[config.mk]
export PLATFORM = sky130hd
export DESIGN_NAME = pic_top
export DESIGN_NICKNAME = d
export VERILOG_FILES = /design/src/pic_bus_pkg.sv /design/src/pic_irq_pkg.sv /design/src/pic_regs.sv /design/src/pic_sense.sv /design/src/pic_prio_enc.sv /design/src/pic_out.sv /design/src/pic_top.sv
export SDC_FILE = /design/constraint.sdc
export NUM_CORES = 2
export LEC_CHECK = 0
export BUFFER_PORTS_ARGS = -buffer_cell sky130_fd_sc_hd__buf_2
export CAP_MARGIN = 30
export CORE_ASPECT_RATIO = 1.1
export CORE_MARGIN = 2
export CORE_UTILIZATION = 65
export DETAILED_ROUTE_END_ITERATION = 16
export GPL_ROUTABILITY_DRIVEN = 1
export HOLD_SLACK_MARGIN = 0.1
export PLACE_DENSITY_LB_ADDON = 0.15
export SYNTH_ARGS = -nofsm -noshare
export SYNTH_HDL_FRONTEND = slang
export SYNTH_SLANG_ARGS = --single-unit
[constraint.sdc]
create_clock -name clk -period 4 [get_ports clk]
set_input_delay 0.2 -clock clk [delete_from_list [all_inputs] [get_ports clk]]
set_output_delay 0.2 -clock clk [all_outputs]
set_load 0.05 [all_outputs]
[src/pic_bus_pkg.sv]
`default_nettype none

package pic_bus_pkg;

	// ======================================================================
	// register port word types
	// ======================================================================

	// byte address from the cpu side
	typedef logic [31:0] bus_addr_t;
	// read and write data word
	typedef logic [31:0] bus_data_t;
	// word offset inside the controller window, adr[7:2]
	typedef logic [5:0] reg_off_t;

	// controller window, only adr[31:8] takes part in the decode
	localparam bus_addr_t PIC_BASE = 32'hffdc_0f00;

	// ======================================================================
	// register map, word offsets
	// ======================================================================

	// winner's cause code, read only
	localparam reg_off_t REG_CAUSE    = 6'd0;
	// whole enable vector
	localparam reg_off_t REG_IE       = 6'd1;
	// data[4:0] names the source whose enable is cleared
	localparam reg_off_t REG_IE_CLR   = 6'd2;
	// data[4:0] names the source whose enable is set
	localparam reg_off_t REG_IE_SET   = 6'd3;
	// edge select vector, 1 = edge sensitive
	localparam reg_off_t REG_ES       = 6'd4;
	// data[4:0] names the edge latch to clear
	localparam reg_off_t REG_EDGE_RST = 6'd5;
	// data[4:0] names the source to trigger from software
	localparam reg_off_t REG_TRIG     = 6'd6;
	// per-source control words, word index = 32 + source number
	localparam reg_off_t REG_CTL_BASE = 6'd32;

	// control word fields
	localparam int CTL_CAUSE_LSB = 0;
	localparam int CTL_LEVEL_LSB = 8;
	localparam int CTL_IE_BIT    = 16;
	localparam int CTL_ES_BIT    = 17;

endpackage

`default_nettype wire

[src/pic_irq_pkg.sv]
`default_nettype none

package pic_irq_pkg;

	// ======================================================================
	// request side widths
	// ======================================================================

	// number of request lines, line 0 is the nmi
	localparam int NUM_SRC = 32;

	// source number, 0 also stands for no request
	typedef logic [$clog2(NUM_SRC)-1:0] src_idx_t;
	// one bit per source
	typedef logic [NUM_SRC-1:0] src_vec_t;
	// processor priority level handed to the cpu
	typedef logic [3:0] irq_level_t;
	// cause code handed to the cpu
	typedef logic [7:0] cause_t;

	// ======================================================================
	// reset values
	// ======================================================================

	// mid-range level until software programs the line
	localparam irq_level_t LEVEL_RST = 4'h8;
	// causes start out cleared
	localparam cause_t CAUSE_RST = 8'h00;
	// every line edge sensitive out of reset
	localparam src_vec_t ES_RST = '1;

endpackage

`default_nettype wire

[src/pic_regs.sv]
`timescale 1ns/1ps
`default_nettype none

module pic_regs
(
	input  wire logic                    clk,
	input  wire logic                    rst_i,
	input  wire logic                    cyc_i,
	input  wire logic                    stb_i,
	input  wire logic                    wr_i,
	input  wire pic_bus_pkg::bus_addr_t  adr_i,
	input  wire pic_bus_pkg::bus_data_t  dat_i,
	output pic_bus_pkg::bus_data_t       dat_o,
	output logic                         ack_o,
	output logic                         vol_o,
	input  wire pic_irq_pkg::src_idx_t   winner_i,
	output pic_irq_pkg::src_vec_t        ie_o,
	output pic_irq_pkg::src_vec_t        es_o,
	output pic_irq_pkg::src_vec_t        trig_o,
	output pic_irq_pkg::src_vec_t        edge_rst_o,
	output pic_irq_pkg::irq_level_t [pic_irq_pkg::NUM_SRC-1:0] level_tbl_o,
	output pic_irq_pkg::cause_t [pic_irq_pkg::NUM_SRC-1:0]     cause_tbl_o
);

	import pic_bus_pkg::*;
	import pic_irq_pkg::*;

	logic       sel;
	reg_off_t   off;
	logic       is_ctl;
	src_idx_t   ctl_idx;
	src_idx_t   cmd_idx;
	logic       rd_dly;
	bus_data_t  rd_data;
	bus_data_t  rd_q;
	src_vec_t   ie_q;
	src_vec_t   es_q;
	src_vec_t   trig_q;
	src_vec_t   edge_rst_q;
	irq_level_t [NUM_SRC-1:0] level_q;
	cause_t [NUM_SRC-1:0]     cause_q;

	// ======================================================================
	// decode
	// ======================================================================

	// window hit on the upper 24 address bits
	assign sel = cyc_i && stb_i && (adr_i[31:8] == PIC_BASE[31:8]);
	assign vol_o = sel;

	// word offset, top half of the window is the control block
	assign off = adr_i[7:2];
	assign is_ctl = off[5];
	assign ctl_idx = off[4:0];
	// single-source commands carry the source number in the data
	assign cmd_idx = dat_i[4:0];

	// read data shows one cycle into the select
	always_ff @(posedge clk)
	begin
		if (rst_i)
			rd_dly <= 1'b0;
		else
			rd_dly <= sel && !wr_i;
	end

	// writes finish in the select cycle
	assign ack_o = sel && (wr_i || rd_dly);

	// ======================================================================
	// read path
	// ======================================================================

	always_comb
	begin
		rd_data = '0;
		if (is_ctl)
		begin
			// control word, same layout as the write side
			rd_data[CTL_CAUSE_LSB +: $bits(cause_t)] = cause_q[ctl_idx];
			rd_data[CTL_LEVEL_LSB +: $bits(irq_level_t)] = level_q[ctl_idx];
			rd_data[CTL_IE_BIT] = ie_q[ctl_idx];
			rd_data[CTL_ES_BIT] = es_q[ctl_idx];
		end
		else
		begin
			case (off)
				// no winner reads back as zero
				REG_CAUSE:
				begin
					if (winner_i != '0)
						rd_data[CTL_CAUSE_LSB +: $bits(cause_t)] = cause_q[winner_i];
				end
				REG_IE:  rd_data = ie_q;
				REG_ES:  rd_data = es_q;
				// command registers are write only
				default: rd_data = '0;
			endcase
		end
	end

	// capture while selected, dropped otherwise
	always_ff @(posedge clk)
	begin
		if (sel)
			rd_q <= rd_data;
		else
			rd_q <= '0;
	end

	// bus sees data only in the read ack cycle
	assign dat_o = (sel && rd_dly) ? rd_q : '0;

	// ======================================================================
	// software registers
	// ======================================================================

	always_ff @(posedge clk)
	begin
		if (rst_i)
		begin
			ie_q <= '0;
			es_q <= ES_RST;
			trig_q <= '0;
			edge_rst_q <= '0;
			for (int n = 0; n < NUM_SRC; n++)
			begin
				level_q[n] <= LEVEL_RST;
				cause_q[n] <= CAUSE_RST;
			end
		end
		else
		begin
			// trigger and edge reset live for one cycle only
			trig_q <= '0;
			edge_rst_q <= '0;
			if (sel && wr_i)
			begin
				if (is_ctl)
				begin
					cause_q[ctl_idx] <= dat_i[CTL_CAUSE_LSB +: $bits(cause_t)];
					level_q[ctl_idx] <= dat_i[CTL_LEVEL_LSB +: $bits(irq_level_t)];
					ie_q[ctl_idx] <= dat_i[CTL_IE_BIT];
					es_q[ctl_idx] <= dat_i[CTL_ES_BIT];
				end
				else
				begin
					case (off)
						REG_IE:       ie_q <= dat_i;
						REG_IE_CLR:   ie_q[cmd_idx] <= 1'b0;
						REG_IE_SET:   ie_q[cmd_idx] <= 1'b1;
						REG_ES:       es_q <= dat_i;
						REG_EDGE_RST: edge_rst_q[cmd_idx] <= 1'b1;
						REG_TRIG:     trig_q[cmd_idx] <= 1'b1;
						// writes to the cause word are ignored
						default:      ;
					endcase
				end
			end
		end
	end

	assign ie_o = ie_q;
	assign es_o = es_q;
	assign trig_o = trig_q;
	assign edge_rst_o = edge_rst_q;
	assign level_tbl_o = level_q;
	assign cause_tbl_o = cause_q;

	// ======================================================================
	// checks
	// ======================================================================

	// a read ack needs the select held over two cycles
	a_ack_sel: assert property (@(posedge clk) disable iff (rst_i)
		ack_o |-> sel && (wr_i || $past(sel)));

	// a command names at most one source
	a_cmd_onehot: assert property (@(posedge clk) disable iff (rst_i)
		$onehot0(trig_o) && $onehot0(edge_rst_o));

endmodule

`default_nettype wire

[src/pic_sense.sv]
`timescale 1ns/1ps
`default_nettype none

module pic_sense
(
	input  wire logic                  clk,
	input  wire logic                  rst_i,
	input  wire pic_irq_pkg::src_vec_t req_i,
	input  wire pic_irq_pkg::src_vec_t es_i,
	input  wire pic_irq_pkg::src_vec_t ie_i,
	input  wire pic_irq_pkg::src_vec_t trig_i,
	input  wire pic_irq_pkg::src_vec_t edge_rst_i,
	output pic_irq_pkg::src_vec_t      pending_o
);

	import pic_irq_pkg::*;

	src_vec_t req_q;
	src_vec_t latch_q;
	src_vec_t latch_d;
	src_vec_t pend_d;
	src_vec_t pend_q;

	// ======================================================================
	// edge latches and pending vector
	// ======================================================================

	always_comb
	begin
		// set on a rising input or a software trigger
		// clear wins over set
		latch_d = (latch_q | (req_i & ~req_q) | trig_i) & ~edge_rst_i;
		// nmi has no latch
		latch_d[0] = 1'b0;

		// edge lines use the latch, level lines the live sample
		pend_d = ie_i & ((es_i & latch_d) | (~es_i & req_i));
		// nmi goes around the encoder
		pend_d[0] = 1'b0;
	end

	always_ff @(posedge clk)
	begin
		if (rst_i)
		begin
			req_q <= '0;
			latch_q <= '0;
			pend_q <= '0;
		end
		else
		begin
			// previous sample for the edge detect
			req_q <= req_i;
			latch_q <= latch_d;
			pend_q <= pend_d;
		end
	end

	assign pending_o = pend_q;

	// nmi never reaches the encoder
	a_no_nmi_pend: assert property (@(posedge clk) disable iff (rst_i)
		!pending_o[0]);

endmodule

`default_nettype wire

[src/pic_prio_enc.sv]
`timescale 1ns/1ps
`default_nettype none

module pic_prio_enc
(
	input  wire logic                  clk,
	input  wire logic                  rst_i,
	input  wire pic_irq_pkg::src_vec_t pending_i,
	output pic_irq_pkg::src_idx_t      winner_o
);

	import pic_irq_pkg::*;

	src_idx_t win_d;
	src_idx_t win_q;

	// ======================================================================
	// lowest index first
	// ======================================================================

	always_comb
	begin
		// zero doubles as no request
		win_d = '0;
		// scan downward so the lowest set bit is written last
		for (int n = NUM_SRC - 1; n > 0; n--)
		begin
			if (pending_i[n])
				win_d = src_idx_t'(n);
		end
	end

	// held for a full cycle so the cpu lines never glitch
	always_ff @(posedge clk)
	begin
		if (rst_i)
			win_q <= '0;
		else
			win_q <= win_d;
	end

	assign winner_o = win_q;

	// a winner was pending one cycle before it shows
	a_win_pending: assert property (@(posedge clk) disable iff (rst_i)
		(winner_o != '0) |-> |($past(pending_i) & (src_vec_t'(1) << winner_o)));

endmodule

`default_nettype wire

[src/pic_out.sv]
`timescale 1ns/1ps
`default_nettype none

module pic_out
(
	input  wire pic_irq_pkg::src_idx_t winner_i,
	input  wire pic_irq_pkg::irq_level_t [pic_irq_pkg::NUM_SRC-1:0] level_tbl_i,
	input  wire pic_irq_pkg::cause_t [pic_irq_pkg::NUM_SRC-1:0]     cause_tbl_i,
	input  wire logic                  nmi_en_i,
	input  wire logic                  nmi_i,
	output pic_irq_pkg::irq_level_t    irq_o,
	output pic_irq_pkg::cause_t        cause_o,
	output logic                       nmi_o
);

	import pic_irq_pkg::*;

	logic has_win;

	// ======================================================================
	// cpu side lines
	// ======================================================================

	// source 0 is never a winner, index 0 means idle
	assign has_win = (winner_i != '0);

	// level and cause come from the winner's table entry
	assign irq_o = has_win ? level_tbl_i[winner_i] : irq_level_t'(0);
	assign cause_o = has_win ? cause_tbl_i[winner_i] : cause_t'(0);

	// nmi bypasses sensing and the encoder
	assign nmi_o = nmi_i && nmi_en_i;

endmodule

`default_nettype wire

[src/pic_top.sv]
`timescale 1ns/1ps
`default_nettype none

module pic_top
(
	input  wire logic                   clk,
	input  wire logic                   rst_i,
	input  wire logic                   cyc_i,
	input  wire logic                   stb_i,
	input  wire logic                   wr_i,
	input  wire pic_bus_pkg::bus_addr_t adr_i,
	input  wire pic_bus_pkg::bus_data_t dat_i,
	output pic_bus_pkg::bus_data_t      dat_o,
	output logic                        ack_o,
	output logic                        vol_o,
	input  wire pic_irq_pkg::src_vec_t  irq_req_i,
	input  wire logic                   nmi_i,
	output pic_irq_pkg::irq_level_t     irq_o,
	output pic_irq_pkg::cause_t         cause_o,
	output logic                        nmi_o
);

	import pic_irq_pkg::*;

	src_vec_t   sense_req;
	src_vec_t   ie;
	src_vec_t   es;
	src_vec_t   trig;
	src_vec_t   edge_rst;
	src_vec_t   pending;
	src_idx_t   winner;
	irq_level_t [NUM_SRC-1:0] level_tbl;
	cause_t [NUM_SRC-1:0]     cause_tbl;

	// nmi takes the slot of request 0
	assign sense_req = {irq_req_i[NUM_SRC-1:1], nmi_i};

	// ======================================================================
	// input side
	// ======================================================================

	pic_regs u_regs
	(
		.clk         (clk),
		.rst_i       (rst_i),
		.cyc_i       (cyc_i),
		.stb_i       (stb_i),
		.wr_i        (wr_i),
		.adr_i       (adr_i),
		.dat_i       (dat_i),
		.dat_o       (dat_o),
		.ack_o       (ack_o),
		.vol_o       (vol_o),
		.winner_i    (winner),
		.ie_o        (ie),
		.es_o        (es),
		.trig_o      (trig),
		.edge_rst_o  (edge_rst),
		.level_tbl_o (level_tbl),
		.cause_tbl_o (cause_tbl)
	);

	// ======================================================================
	// processing
	// ======================================================================

	pic_sense u_sense
	(
		.clk        (clk),
		.rst_i      (rst_i),
		.req_i      (sense_req),
		.es_i       (es),
		.ie_i       (ie),
		.trig_i     (trig),
		.edge_rst_i (edge_rst),
		.pending_o  (pending)
	);

	pic_prio_enc u_prio_enc
	(
		.clk       (clk),
		.rst_i     (rst_i),
		.pending_i (pending),
		.winner_o  (winner)
	);

	// ======================================================================
	// output side
	// ======================================================================

	// enable bit 0 gates the nmi
	pic_out u_out
	(
		.winner_i    (winner),
		.level_tbl_i (level_tbl),
		.cause_tbl_i (cause_tbl),
		.nmi_en_i    (ie[0]),
		.nmi_i       (nmi_i),
		.irq_o       (irq_o),
		.cause_o     (cause_o),
		.nmi_o       (nmi_o)
	);

endmodule

`default_nettype wire

==> results <==
- Dividing the detail-routed via count by the number of cells gives 6.95.
- The largest voltage drop on the vdd net is 0.000359 V.
- Setup repair after global routing left no endpoint under its margin.
- For the pin with the worst max-slew slack, the measured transition is 1100 ps.
- Internal power comes to 10.7 mW.
- The detailed router finished its first iteration with 4411 violations.
- The smallest setup slack after layout is 246 ps.
- The clock tree from TritonCTS is yes.
- The tightest hold path in the finished design has a slack of 109 ps.
- Total power for the finished layout comes to 13.9 mW.
- Summing over every cut layer, the via total after detailed routing is 28100.
- The floorplan step set the die height to 235 um.
- The first global-routing pass estimated 164000 um of wire.
- The mapped netlist covers 31500 um2.
- The fraction of final layout cells with drive strength greater than 1 is 18.8%.
- The maximum number of pins on one net before global-route repair is 175.
- The path depth of the worst reg2reg path is 6.
- The post-route DRC violation count is 0.
- The number of buffers added to fix hold violations after cts is 65.
- During placement, the flow inserted port buffers numbering 145.
- The peak per-stage delay on the critical path is 750 ps.
- The start-to-end type of the worst setup path is reg2out.
- The final weighted congestion in routability-driven placement is 0.973.
- The worst setup path is captured at an output port.
- The die outline width is 214 um.
- The post-DP HPWL is 70000 um.
- The part of the power in combinational logic is 6.3%.
- The critical path's top delay family is multiplexers.
- The number of antenna violations at the first check in global routing is 4.
- The flow ran to the end, and the final reports show no timing, DRC or antenna violations.
- The static leakage is 14.4 nW.
- The async set-or-reset flop fraction in the synthesized netlist is 0%.
- Counting flops with a built-in enable in the synthesized netlist gives 0.
- The worst hold path terminates at u_regs.es_o[12].
- Summed over all nets, the switching power comes to 3.24 mW.
- The worst pin sits at a relative slew slack of 26.7%.
- The sum of overflow across all layers after global routing is 0.
- The total CTS buffers is 67.
- The detailed-router iteration count before antenna repair is 7.
- Clock-pin slew was measured on the worst setup and hold paths at 60 ps.
- Walking the worst path, the cells encountered are buf_12, mux4_2, mux4_2, nor2_1, nor3_1, buf_2.
- Of the total power, the share spent switching nets is 23.3%.
- The achievable frequency is 266 MHz.
- The total length of routed wires is 109000 um.
- 0 antenna diodes ended up in the layout.
- The synthesized netlist net count is 3360.
- The worst register-to-register path ends at u_regs.rd_q[0].
- Along the worst path, the maximum fanout reaches 28.
- The final standard cell utilization of the core is 74.9%.
- The number of antenna-violating nets in the routed design is 0.
- Synthesis inferred 641 register bits.
- The overall die area is 50300 um2.
- The placed instances occupy a cell area of 32800 um2.
- The path class of the tightest hold or removal check is in2reg.
- The proportion of power drawn by flip-flops and latches is 46.3%.
- In the synthesized netlist the dominant register cell turns out to be sky130_fd_sc_hd__dfxtp_1.
- Timing analysis after detailed placement gives a worst setup slack of 807 ps.
- The maximum number of buffers from clock root to sink is 3.
- STA puts the critical path data arrival time at 3550 ps.
- The number of cells after detailed placement is 3858.
- The final max-slew violation count is 0.
- The number of global-route vias before repair is 27400.
- The clock latency of the later-clocked register in the worst-skew pair is 620 ps.
- The number of nets in the finished design is 3451.
- The CTS sink count is 641.
- The number of placement rows is 84.
- The worst hold path passes through 4 cells.
- During synthesis, Yosys emitted a total of 0 warnings.
- After clock tree synthesis, the repair step resized 0 gates.
- The initial utilization of the core area, before any placement, comes to 65.9%.
- The worst register-to-register path has a setup slack of 880 ps.
- The cell sitting at the root of the clock tree is a sky130_fd_sc_hd__clkbuf_16.
- The average routed wire per standard cell is 26.9 um.
- The number of buffers and inverters on the critical path is 2.
- The post-route non-filler standard cell count is 4045.
- Each instance of the synthesized netlist takes up on average 9.67 um2.
- The worst path required time is 3800 ps.
- The max-cap check violation count is 0.
- The area of all placed cells without fillers is 35800 um2.
- The time the final worst path needs with I/O delays and setup is 3750 ps.
- The most numerous cell type found on the critical path is sky130_fd_sc_hd__mux4_2.
- In this run the critical register-to-register path is launched from u_prio_enc.winner_o[0].
- The power per cell area is 388 nW/um2.
- The hold path startpoint is dat_i[12].
- In the final timing run, aggregate negative setup slack is 0 ps.
- The count of endpoints failing hold in the final timing report came to 0.
- The count of H-tree levels built during CTS is 3.
- The region available for standard cell placement spans 47800 um2.
- In the global route stage, overall resource usage came out at 42.4%.
- The number of library cell types mapped by synthesis is 72.
- During I/O placement, the number of pins put on the boundary was 149.
- The worst setup path is launched from a flop.
- From synthesis to final layout, the design area changed by 13.6%.
- The largest individual stage delay along the critical path comes from the cell sky130_fd_sc_hd__dfxtp_4.
- Dividing the final minimum period by the clock period gives 93.8%.
- Clock skew on the completed layout was measured at 18.1 ps.
- Setup violations remaining at the end of the flow were counted as 0.
- The number of setup buffers added after CTS is 0.
- The fraction of the yosys area taken by sequential cells is 40.7%.
- The synthesized instance count is 3258.
- The clock share of power is 47.4%.
-- power by group through the flow --
stage | sequential, mW | combinational [mW] | clock [mW]
6_report | 6.44 | 0.874 | 6.59
5_1_grt | 6.44 | 0.908 | 6.89
3_5_place_dp | 6.58 | 0.784 | 0
3_3_place_gp | 6.58 | 0.760 | 0
2_1_floorplan | 6.57 | 0.501 | 0
4_1_cts | 6.44 | 0.838 | 6.61
-- cells in the mapped netlist, types with 20 or more instances --
cell | instances | share of area [%]
sky130_fd_sc_hd__buf_2 | 89 | 1.4
sky130_fd_sc_hd__a211oi_1 | 54 | 1.3
sky130_fd_sc_hd__dfxtp_1 | 641 | 41
sky130_fd_sc_hd__mux2i_1 | 324 | 10
sky130_fd_sc_hd__a221oi_1 | 23 | 0.64
sky130_fd_sc_hd__nor2_1 | 447 | 5.3
sky130_fd_sc_hd__inv_1 | 22 | 0.26
sky130_fd_sc_hd__a22oi_1 | 38 | 0.91
sky130_fd_sc_hd__buf_4 | 20 | 0.48
sky130_fd_sc_hd__clkbuf_1 | 194 | 2.3
sky130_fd_sc_hd__nand2b_1 | 39 | 0.77
sky130_fd_sc_hd__a211o_1 | 34 | 0.94
sky130_fd_sc_hd__a311oi_1 | 29 | 0.81
sky130_fd_sc_hd__nor2b_1 | 49 | 0.97
sky130_fd_sc_hd__mux2_2 | 44 | 1.6
sky130_fd_sc_hd__a21oi_1 | 212 | 3.4
sky130_fd_sc_hd__nand3_1 | 140 | 2.2
sky130_fd_sc_hd__o22ai_1 | 25 | 0.50
sky130_fd_sc_hd__a221o_1 | 34 | 1.1
sky130_fd_sc_hd__o21ai_0 | 47 | 0.75
sky130_fd_sc_hd__nand2_1 | 288 | 3.4
sky130_fd_sc_hd__nor3b_1 | 64 | 1.5
sky130_fd_sc_hd__mux4_2 | 185 | 13
sky130_fd_sc_hd__and3_1 | 35 | 0.69
-- flip-flops by register name, summed over array words and instances (netlist names) --
register,cells
u_regs.rd_dly,1
u_regs.rd_q,32
u_regs.es_o,32
u_prio_enc.winner_o,5
u_regs.cause_tbl_o,256
u_sense.latch_q,31
u_regs.trig_o,31
u_sense.req_q,31
u_sense.pending_o,31
u_regs.ie_o,32
u_regs.level_tbl_o,128
u_regs.edge_rst_o,31
-- routing by layer --
metal | wire (um) | global-route usage [%]
met5 | 36 | 0
met4 | 8070 | 28.3
met3 | 13300 | 10.1
met2 | 48700 | 65.5
met1 | 38800 | 53.1
-- layout make-up --
| type | instances | area (um2) |
|---|---|---|
| sequential | 641 | 12800 |
| tap | 645 | 807 |
| timing repair buffer | 341 | 2550 |
| fill | 3376 | 12000 |
| multi-input combinational | 2274 | 17200 |
| clock inverter | 22 | 269 |
| clock buffer | 98 | 2060 |
| inverter | 24 | 90.1 |
-- logic make-up after synthesis --
family                 count (synthesis)  synth area share (%)
multiplexers                         555                  25.2
AO/OA/AOI/OAI                        583                  12.7
AND/OR/NAND/NOR                     1136                  16.6
buffers and inverters                343                  4.84
flip-flops                           641                  40.7
-- worst max-delay path by stage --
| stage | cells after the start | to | start | slack, ps |
|---|---|---|---|---|
| after floorplan | 9 | u_regs.rd_q[5] | u_prio_enc.winner_o[0] | 1030 |
| after CTS | 6 | irq_o[3] | u_prio_enc.winner_o[0] | 310 |
| after global placement | 6 | irq_o[3] | u_prio_enc.winner_o[0] | 900 |
| after global routing | 7 | irq_o[0] | u_prio_enc.winner_o[0] | 250 |
| final | 6 | irq_o[3] | u_prio_enc.winner_o[0] | 250 |
| after detailed placement | 7 | u_regs.level_tbl_o[31] | adr_i[13] | 810 |
-- placed cells by master, fill, tap and decap left out, drive strengths merged, types with 4 or more instances in the layout --
cell type,count
dfxtp,641
nor2,447
mux2i,324
nand2,288
buf,276
a21oi,212
mux4,185
nand3,140
clkbuf,98
nor3b,66
dlygate4sd3,65
a211oi,54
nor2b,49
o21ai,47
mux2,46
nand2b,39
a22oi,38
and3,35
a211o,34
a221o,34
a311oi,29
o22ai,25
a221oi,24
inv,24
nor3,18
o221ai,17
o2bb2ai,15
o32ai,14
clkinv,14
nand4,11
a222oi,10
or3,8
and2,7
nor4,7
bufinv,6
a22o,4
or2,4
nor4b,4
-- worst reg2reg max path: stages, from the launching register on --
cell,delay (ps)
sky130_fd_sc_hd__dfxtp_4,750
sky130_fd_sc_hd__mux4_2,700
sky130_fd_sc_hd__a22o_1,260
sky130_fd_sc_hd__a211oi_1,650
sky130_fd_sc_hd__a21o_1,210
sky130_fd_sc_hd__o21ai_0,100
sky130_fd_sc_hd__o31a_1,300
No activity file was read; power rests on OpenSTA's default activity.
